[config.mk]
export PLATFORM = sky130hd
export DESIGN_NAME = armCore
export DESIGN_NICKNAME = d
export VERILOG_FILES = /design/src/rtl/armPkg.sv /design/src/rtl/alu.sv /design/src/rtl/regFile.sv /design/src/rtl/datapath.sv /design/src/rtl/condUnit.sv /design/src/rtl/instrDecode.sv /design/src/rtl/controlFsm.sv /design/src/rtl/armCore.sv
export SDC_FILE = /design/constraint.sdc
export NUM_CORES = 2
export LEC_CHECK = 0
export ABC_AREA = 0
export BUFFER_PORTS_ARGS = -buffer_cell sky130_fd_sc_hd__buf_4
export CAP_MARGIN = 25
export CORE_MARGIN = 4
export CORE_UTILIZATION = 50
export CTS_CLUSTER_DIAMETER = 30
export DETAILED_ROUTE_END_ITERATION = 8
export GPL_TIMING_DRIVEN = 1
export PLACE_DENSITY = 0.66
export SLEW_MARGIN = 20
export SYNTH_ARGS = -nofsm -noshare
export SYNTH_HDL_FRONTEND = slang
export SYNTH_SLANG_ARGS = --single-unit
[constraint.sdc]
create_clock -name clk -period 8.34 [get_ports clk]
set_clock_uncertainty 0.2 [all_clocks]
set_input_delay 1.668 -clock clk [delete_from_list [all_inputs] [get_ports clk]]
set_output_delay 1.668 -clock clk [all_outputs]
set_load 0.01 [all_outputs]
[src/rtl/armPkg.sv]
// ARM core shared definitions
`default_nettype none

package armPkg;

	localparam int dataWidth = 32;
	localparam int regAddrWidth = 4;
	localparam logic [regAddrWidth-1:0] pcRegIndex = 4'd15;

	// Instruction classes from bits 27:26
	localparam logic [1:0] opDataProc = 2'b00;
	localparam logic [1:0] opMemory = 2'b01;
	localparam logic [1:0] opBranch = 2'b10;

	// ALU operation codes
	localparam logic [2:0] aluAdd = 3'b000;
	localparam logic [2:0] aluSub = 3'b001;
	localparam logic [2:0] aluAnd = 3'b010;
	localparam logic [2:0] aluOrr = 3'b011;
	localparam logic [2:0] aluEor = 3'b100;

	typedef enum logic [3:0] {
		fetch,
		decode,
		memAdr,
		memRead,
		memWriteback,
		memWrite,
		executeReg,
		executeImm,
		aluWriteback,
		branch
	} fsmState_t;

	typedef struct packed {
		logic negative;
		logic zero;
		logic carry;
		logic overflow;
	} aluFlags_t;

	// Per-state controls from the main FSM
	typedef struct packed {
		logic nextPc;
		logic branch;
		logic memW;
		logic regW;
		logic irWrite;
		logic adrSrc;
		logic [1:0] resultSrc;
		logic [1:0] aluSrcA;
		logic [1:0] aluSrcB;
		logic aluOp;
	} fsmCtrl_t;

	typedef struct packed {
		logic [1:0] regSrc;
		logic [1:0] immSrc;
		logic [2:0] aluControl;
	} decodeCtrl_t;

	typedef struct packed {
		logic [3:0] cond;
		logic [1:0] op;
		logic imm;
		logic [3:0] cmd;
		logic s;
		logic [3:0] rn;
		logic [3:0] rd;
		logic [11:0] operand2;
	} dpFormat_t;

	// Flags hold I P U B W L with the load bit last
	typedef struct packed {
		logic [3:0] cond;
		logic [1:0] op;
		logic [5:0] flags;
		logic [3:0] rn;
		logic [3:0] rd;
		logic [11:0] offset12;
	} memFormat_t;

	typedef struct packed {
		logic [3:0] cond;
		logic [1:0] op;
		logic [1:0] fixed;
		logic [23:0] offset24;
	} brFormat_t;

	typedef union packed {
		dpFormat_t dp;
		memFormat_t mem;
		brFormat_t br;
	} instrWord_t;

endpackage

`default_nettype wire

[src/rtl/alu.sv]
// Arithmetic logic unit
`timescale 1ns/1ps
`default_nettype none

module alu import armPkg::*; (
	input wire [dataWidth-1:0] a,
	input wire [dataWidth-1:0] b,
	input wire [2:0] aluControl,
	output logic [dataWidth-1:0] result,
	output aluFlags_t flags
);

	logic [dataWidth-1:0] condInvB;
	logic [dataWidth:0] sum;
	logic isSub;
	logic isArith;

	assign isSub = (aluControl == aluSub);
	assign isArith = (aluControl == aluAdd) || isSub;

	// Subtract as a + ~b + 1, carry out means no borrow
	assign condInvB = isSub ? ~b : b;
	assign sum = a + condInvB + {{dataWidth{1'b0}}, isSub};

	always_comb begin
		case (aluControl)
			aluAnd: result = a & b;
			aluOrr: result = a | b;
			aluEor: result = a ^ b;
			default: result = sum[dataWidth-1:0];
		endcase
	end

	assign flags.negative = result[dataWidth-1];
	assign flags.zero = (result == '0);
	assign flags.carry = isArith & sum[dataWidth];
	// Operands agree in sign after inversion and the sum disagrees
	assign flags.overflow = isArith & ~(a[dataWidth-1] ^ condInvB[dataWidth-1]) &
		(a[dataWidth-1] ^ sum[dataWidth-1]);

endmodule

`default_nettype wire

[src/rtl/regFile.sv]
// Register file
`timescale 1ns/1ps
`default_nettype none

module regFile import armPkg::*; (
	input wire clk,
	input wire we,
	input wire [regAddrWidth-1:0] ra1,
	input wire [regAddrWidth-1:0] ra2,
	input wire [regAddrWidth-1:0] wa,
	input wire [dataWidth-1:0] wd,
	input wire [dataWidth-1:0] r15,
	output logic [dataWidth-1:0] rd1,
	output logic [dataWidth-1:0] rd2
);

	// R0 to R14, the PC lives in the datapath
	logic [dataWidth-1:0] regs [pcRegIndex];

	always_ff @(posedge clk) begin
		if (we && (wa != pcRegIndex)) begin
			regs[wa] <= wd;
		end
	end

	assign rd1 = (ra1 == pcRegIndex) ? r15 : regs[ra1];
	assign rd2 = (ra2 == pcRegIndex) ? r15 : regs[ra2];

endmodule

`default_nettype wire

[src/rtl/datapath.sv]
// Multicycle datapath
`timescale 1ns/1ps
`default_nettype none

module datapath import armPkg::*; (
	input wire clk,
	input wire reset,
	input wire fsmCtrl_t ctrl,
	input wire decodeCtrl_t dec,
	input wire pcWrite,
	input wire regWrite,
	input wire [dataWidth-1:0] memReadData,
	output logic [dataWidth-1:0] memAdr,
	output logic [dataWidth-1:0] memWriteData,
	output instrWord_t instr,
	output aluFlags_t aluFlags
);

	logic [dataWidth-1:0] pc;
	logic [dataWidth-1:0] data;
	logic [dataWidth-1:0] opA;
	logic [dataWidth-1:0] writeData;
	logic [dataWidth-1:0] aluOut;
	logic [dataWidth-1:0] aluResult;
	logic [dataWidth-1:0] result;
	logic [dataWidth-1:0] extImm;
	logic [dataWidth-1:0] srcA;
	logic [dataWidth-1:0] srcB;
	logic [dataWidth-1:0] rd1;
	logic [dataWidth-1:0] rd2;
	logic [regAddrWidth-1:0] ra1;
	logic [regAddrWidth-1:0] ra2;

	always_ff @(posedge clk or posedge reset) begin
		if (reset) begin
			pc <= '0;
		end else if (pcWrite) begin
			pc <= result;
		end
	end

	always_ff @(posedge clk or posedge reset) begin
		if (reset) begin
			instr <= '0;
		end else if (ctrl.irWrite) begin
			instr <= memReadData;
		end
	end

	// Staging registers load every cycle
	always_ff @(posedge clk) begin
		data <= memReadData;
		opA <= rd1;
		writeData <= rd2;
		aluOut <= aluResult;
	end

	assign memAdr = ctrl.adrSrc ? result : pc;
	assign memWriteData = writeData;

	assign ra1 = dec.regSrc[0] ? pcRegIndex : instr.dp.rn;
	assign ra2 = dec.regSrc[1] ? instr.dp.rd : instr.dp.operand2[3:0];

	regFile u_regFile (
		.clk(clk),
		.we(regWrite),
		.ra1(ra1),
		.ra2(ra2),
		.wa(instr.dp.rd),
		.wd(result),
		.r15(result),
		.rd1(rd1),
		.rd2(rd2)
	);

	always_comb begin
		case (dec.immSrc)
			2'b00: extImm = {24'b0, instr.dp.operand2[7:0]};
			2'b01: extImm = {20'b0, instr.mem.offset12};
			2'b10: extImm = {{6{instr.br.offset24[23]}}, instr.br.offset24, 2'b00};
			default: extImm = '0;
		endcase
	end

	always_comb begin
		case (ctrl.aluSrcA)
			2'b00: srcA = opA;
			2'b01: srcA = pc;
			default: srcA = aluOut;
		endcase
		case (ctrl.aluSrcB)
			2'b00: srcB = writeData;
			2'b01: srcB = extImm;
			default: srcB = 32'd4;
		endcase
		case (ctrl.resultSrc)
			2'b00: result = aluOut;
			2'b01: result = data;
			default: result = aluResult;
		endcase
	end

	alu u_alu (
		.a(srcA),
		.b(srcB),
		.aluControl(dec.aluControl),
		.result(aluResult),
		.flags(aluFlags)
	);

endmodule

`default_nettype wire

[src/rtl/condUnit.sv]
// Flags and conditional execution
`timescale 1ns/1ps
`default_nettype none

module condUnit import armPkg::*; (
	input wire clk,
	input wire reset,
	input wire instrWord_t instr,
	input wire aluFlags_t aluFlags,
	input wire [1:0] flagW,
	input wire pcs,
	input wire fsmCtrl_t ctrl,
	output logic pcWrite,
	output logic regWrite,
	output logic memWrite
);

	aluFlags_t flags;
	logic [1:0] flagWrite;
	logic condEx;
	logic condExReg;
	logic ge;

	assign flagWrite = flagW & {2{condEx}};

	// N and Z
	always_ff @(posedge clk or posedge reset) begin
		if (reset) begin
			flags.negative <= 1'b0;
			flags.zero <= 1'b0;
		end else if (flagWrite[1]) begin
			flags.negative <= aluFlags.negative;
			flags.zero <= aluFlags.zero;
		end
	end

	// C and V
	always_ff @(posedge clk or posedge reset) begin
		if (reset) begin
			flags.carry <= 1'b0;
			flags.overflow <= 1'b0;
		end else if (flagWrite[0]) begin
			flags.carry <= aluFlags.carry;
			flags.overflow <= aluFlags.overflow;
		end
	end

	assign ge = (flags.negative == flags.overflow);

	always_comb begin
		case (instr.dp.cond)
			4'b0000: condEx = flags.zero;
			4'b0001: condEx = ~flags.zero;
			4'b0010: condEx = flags.carry;
			4'b0011: condEx = ~flags.carry;
			4'b0100: condEx = flags.negative;
			4'b0101: condEx = ~flags.negative;
			4'b0110: condEx = flags.overflow;
			4'b0111: condEx = ~flags.overflow;
			4'b1000: condEx = flags.carry & ~flags.zero;
			4'b1001: condEx = ~(flags.carry & ~flags.zero);
			4'b1010: condEx = ge;
			4'b1011: condEx = ~ge;
			4'b1100: condEx = ~flags.zero & ge;
			4'b1101: condEx = ~(~flags.zero & ge);
			default: condEx = 1'b1;
		endcase
	end

	// Flags only move in execute, so this holds the decode-time result
	always_ff @(posedge clk or posedge reset) begin
		if (reset) begin
			condExReg <= 1'b0;
		end else begin
			condExReg <= condEx;
		end
	end

	assign regWrite = ctrl.regW & condExReg;
	assign memWrite = ctrl.memW & condExReg;
	assign pcWrite = (pcs & condExReg) | ctrl.nextPc;

endmodule

`default_nettype wire

[src/rtl/instrDecode.sv]
// Instruction and ALU decoder
`timescale 1ns/1ps
`default_nettype none

module instrDecode import armPkg::*; (
	input wire instrWord_t instr,
	input wire fsmCtrl_t ctrl,
	output decodeCtrl_t dec,
	output logic [1:0] flagW,
	output logic pcs
);

	always_comb begin
		dec.aluControl = aluAdd;
		flagW = 2'b00;
		if (ctrl.aluOp) begin
			case (instr.dp.cmd)
				4'b0100: dec.aluControl = aluAdd;
				4'b0010: dec.aluControl = aluSub;
				4'b0000: dec.aluControl = aluAnd;
				4'b1100: dec.aluControl = aluOrr;
				4'b0001: dec.aluControl = aluEor;
				default: dec.aluControl = aluAdd;
			endcase
			// Upper pair is N and Z, lower pair C and V only for arithmetic
			flagW[1] = instr.dp.s;
			flagW[0] = instr.dp.s &
				((dec.aluControl == aluAdd) || (dec.aluControl == aluSub));
		end

		// Extension format follows the instruction class
		case (instr.dp.op)
			opDataProc: dec.immSrc = 2'b00;
			opMemory: dec.immSrc = 2'b01;
			opBranch: dec.immSrc = 2'b10;
			default: dec.immSrc = 2'b00;
		endcase

		// Bit 1 reads rd for a store, bit 0 reads R15 for a branch
		dec.regSrc[1] = (instr.dp.op == opMemory);
		dec.regSrc[0] = (instr.dp.op == opBranch);
	end

	// Any write to R15 redirects the PC
	assign pcs = ctrl.branch | (ctrl.regW & (instr.dp.rd == pcRegIndex));

endmodule

`default_nettype wire

[src/rtl/controlFsm.sv]
// Main control state machine
`timescale 1ns/1ps
`default_nettype none

module controlFsm import armPkg::*; (
	input wire clk,
	input wire reset,
	input wire instrWord_t instr,
	output fsmCtrl_t ctrl
);

	fsmState_t state;
	fsmState_t nextState;

	always_ff @(posedge clk or posedge reset) begin
		if (reset) begin
			state <= fetch;
		end else begin
			state <= nextState;
		end
	end

	always_comb begin
		case (state)
			fetch: nextState = decode;
			decode: begin
				case (instr.dp.op)
					opDataProc: nextState = instr.dp.imm ? executeImm : executeReg;
					opMemory: nextState = memAdr;
					opBranch: nextState = branch;
					default: nextState = fetch;
				endcase
			end
			// Load bit picks the read or write path
			memAdr: nextState = instr.mem.flags[0] ? memRead : memWrite;
			memRead: nextState = memWriteback;
			executeReg, executeImm: nextState = aluWriteback;
			default: nextState = fetch;
		endcase
	end

	// Source selects: A is 00 reg, 01 PC, 10 ALU out; B is 00 reg, 01 imm, 10 four
	always_comb begin
		ctrl = '0;
		case (state)
			fetch: begin
				// PC + 4 goes back to the PC while the IR loads
				ctrl.nextPc = 1'b1;
				ctrl.irWrite = 1'b1;
				ctrl.resultSrc = 2'b10;
				ctrl.aluSrcA = 2'b01;
				ctrl.aluSrcB = 2'b10;
			end
			decode: begin
				// PC + 8 appears on the result bus as R15
				ctrl.resultSrc = 2'b10;
				ctrl.aluSrcA = 2'b01;
				ctrl.aluSrcB = 2'b10;
			end
			memAdr: ctrl.aluSrcB = 2'b01;
			memRead: ctrl.adrSrc = 1'b1;
			memWriteback: begin
				ctrl.regW = 1'b1;
				ctrl.resultSrc = 2'b01;
			end
			memWrite: begin
				ctrl.memW = 1'b1;
				ctrl.adrSrc = 1'b1;
			end
			executeReg: ctrl.aluOp = 1'b1;
			executeImm: begin
				ctrl.aluSrcB = 2'b01;
				ctrl.aluOp = 1'b1;
			end
			aluWriteback: ctrl.regW = 1'b1;
			branch: begin
				// Target is PC + 8 held in ALU out plus the word offset
				ctrl.branch = 1'b1;
				ctrl.resultSrc = 2'b10;
				ctrl.aluSrcA = 2'b10;
				ctrl.aluSrcB = 2'b01;
			end
			default: ctrl = '0;
		endcase
	end

endmodule

`default_nettype wire

[src/rtl/armCore.sv]
// Multicycle ARM core
`timescale 1ns/1ps
`default_nettype none

module armCore import armPkg::*; (
	input wire clk,
	input wire reset,
	input wire [dataWidth-1:0] memReadData,
	output logic [dataWidth-1:0] memAdr,
	output logic [dataWidth-1:0] memWriteData,
	output logic memWrite
);

	instrWord_t instr;
	aluFlags_t aluFlags;
	fsmCtrl_t ctrl;
	decodeCtrl_t dec;
	logic [1:0] flagW;
	logic pcs;
	logic pcWrite;
	logic regWrite;

	controlFsm u_controlFsm (
		.clk(clk),
		.reset(reset),
		.instr(instr),
		.ctrl(ctrl)
	);

	instrDecode u_instrDecode (
		.instr(instr),
		.ctrl(ctrl),
		.dec(dec),
		.flagW(flagW),
		.pcs(pcs)
	);

	condUnit u_condUnit (
		.clk(clk),
		.reset(reset),
		.instr(instr),
		.aluFlags(aluFlags),
		.flagW(flagW),
		.pcs(pcs),
		.ctrl(ctrl),
		.pcWrite(pcWrite),
		.regWrite(regWrite),
		.memWrite(memWrite)
	);

	datapath u_datapath (
		.clk(clk),
		.reset(reset),
		.ctrl(ctrl),
		.dec(dec),
		.pcWrite(pcWrite),
		.regWrite(regWrite),
		.memReadData(memReadData),
		.memAdr(memAdr),
		.memWriteData(memWriteData),
		.instr(instr),
		.aluFlags(aluFlags)
	);

endmodule

`default_nettype wire

==> metrics.yaml <==
cp-end-kind: "output pin"
grt_usage: 0.310
finalSetupViolCount: 0
std_cell_rows: 96
fmax_mhz: 125
reg2reg_depth: 18
startpoint: "u_controlFsm.state[3]$_DFF_PP0_"
synth.top_cell.area_share: 0.414
crit_type: "flop to output pin"
async_flop_share: 0.107
clock_sinks: 681
hold_violations: 0
drt_iter0_drc: 3473
synth-seq-cells: 681
yosysMostFrequentCell: "edfxtp_1"
routed-via-count: 27000
first_pass_iters: 6
grt_max_degree: 126
drv_cap: 0
cp_cell_sequence: "buf_4 > nor4bb_4 > a211o_1 > and2_2 > a22oi_1 > xnor2_1 > ha_1 > nand4_1 > nor2_1 > nand4_1 > a211o_1 > and3_1 > o31ai_1 > a21oi_1 > a21oi_1 > buf_4"
hp-start: "u_condUnit.flags[0]$_DFFE_PP0P_"
die_x_um: 272
ioPinCount: 99
grt_pass1_vias: 26600
synth_edf_count: 480
rsz0062_at_grt: "no"
clk_pin_slew_worst_paths_ns: 0.05
overflow: 0
numCtsBuffers: 131
syn_inst: 2983
r2r_setup_slack_ns: 2.34
htreeDepth: 4
dpl.hpwl_mm: 70.8
insertion_delay_ns: 0.71
period_needed_ns: 8.00
wirelength_mm: 117
hold_path_depth: 2
clockBufferDepth: 3
ys.flop_type: "edfxtp_1"
avgRoutedWirePerCell_um: 28.5
yosys-top-cells-count: "edfxtp_1 (480), nand2_1 (293), a21oi_1 (210)"
crit_arrival_ns: 6.14
die_area_um2: 74000
clockRootBuffer: "clkbuf_16"
antenna_left: 0
drive_gt1_frac: 0.203
antenna_found_initial: 2
status: "finished, final reports clean"
cp-start-kind: "flop"
synthTopCellsByArea: "edfxtp_1 (41%), dfxtp_1 (7.4%), mux4_2 (6.3%)"
vias_per_cell: 6.55
syn_to_final_growth_pct: 18.9
synth_nets: 3120
initial_core_util: 0.506
relSlewSlack: 0.267
cts_tree: "built"
finalNetCount: 3218
critPathMaxStageDelay_ns: 0.55
place_congestion: 0.942
ys_types: 72
port_buffers: 98
netlist_area_um2: 34900
worstMarginPinSlew_ns: 1.09
hold_path.class: "flop to flop"
crit_path_top_delay_cell: "o31ai_1"
finalMaxSlewViolations: 0
grt_pass1_wl_mm: 172
cp.required_ns: 6.47
r2r-end: "u_datapath.u_regFile.regs[5][30]$_DFFE_PP_"
syn_area_per_cell_um2: 11.7
antenna_cells: 0
yosysTopAreaCell: "edfxtp_1"
worstPathMaxFanout: 29
r2r_start: "u_controlFsm.state[3]$_DFF_PP0_"
finalCritPeriodShare: 0.960
die_y_um: 272
fin_tns_setup_ns: 0
core-area_um2: 68800
hold_path_end: "u_condUnit.flags[0]$_DFFE_PP0P_"
drc: 0
synth_seq_area_share: 0.540
yosysWarnings: 0
[how the worst max path moves through the flow]
stage,end,slack (ns)
after global routing,memAdr[18],0.02
after floorplan,memAdr[30],1.66
after global placement,memAdr[18],0.93
final,memAdr[23],0.34
after CTS,memAdr[18],0.05
after detailed placement,memAdr[18],0.81
[registers in the layout, indices dropped and copies added (netlist names)]
| register | count |
|---|---|
| u_condUnit.condExReg | 1 |
| u_datapath.instr | 32 |
| u_datapath.u_regFile.regs | 480 |
| u_condUnit.flags | 4 |
| u_datapath.opA | 32 |
| u_datapath.aluOut | 32 |
| u_datapath.memWriteData | 32 |
| u_datapath.pc | 32 |
| u_datapath.data | 32 |
| u_controlFsm.state | 4 |
[area by class of cell]
| type | instances | area (um2) |
|---|---|---|
| fill | 5408 | 27400 |
| sequential | 681 | 18800 |
| multi-input combinational | 1957 | 15000 |
| clock buffer | 172 | 3660 |
| timing repair buffer | 189 | 1470 |
| tap | 931 | 1160 |
| clock inverter | 70 | 841 |
| inverter | 121 | 458 |
[worst max-delay path, delay by kind of cell, from the launching register on]
family	cells	cell delay, ns
AO/OA/AOI/OAI	6	1.96
XOR/XNOR	1	0.18
adder cells (fa/ha/maj)	1	0.46
buffers and inverters	2	0.54
flip-flops	1	0.38
AND/OR/NAND/NOR	6	1.90
[layer usage]
layer	track usage	up-vias	wire, um
li1	-	11600	-
met5	0	-	12
met4	0.122	2	4700
met3	0.0729	287	12400
met2	0.492	1750	54300
met1	0.417	13400	45800
[repair_timing]
item	CTS	global route
resized for setup	0	9
hold buffers	0	0
endpoints found under the setup margin	0	7
endpoints found under the hold margin	0	0
setup buffers	0	1
[stage by stage]
step                      std cells  worst slack [ns]  area, um2   util  hold WS, ns
after floorplan                2983              1.66      34900      -        0.280
after global placement         3878             0.931      36900  0.536        0.317
after detailed placement       3878             0.810      36900  0.536        0.328
after CTS                      4120            0.0468      41400  0.602        0.339
after global routing           4121            0.0242      41500  0.602        0.364
final                          4121             0.336      41500  0.602        0.340
[cells by family (layout without fill, tap and decap cells)]
kind of cell	after synthesis	count (layout)	share of synthesized area
AND/OR/NAND/NOR	625	625	0.0778
adder cells (fa/ha/maj)	103	103	0.0372
multiplexers	365	365	0.143
AO/OA/AOI/OAI	805	805	0.150
flip-flops	681	681	0.540
buffers and inverters	345	552	0.0375
XOR/XNOR	59	59	0.0148
[placed cells by master (no fill, tap or decap), types with 57 or more instances in the layout]
cell type and count:
dfxtp_1 128, o21ai_0 158, mux2_2 93, buf_4 184, nor2_1 163, inv_1 119, o22ai_1 57, mux4_2 97
ha_1 102, edfxtp_1 480, clkbuf_16 138, a21oi_1 206, dfrtp_1 70, mux2i_1 171, a31oi_1 57, nand2_1 292
Power is not shown: default switching activity piles up to over one toggle a cycle in this logic, so the estimate is an artifact.
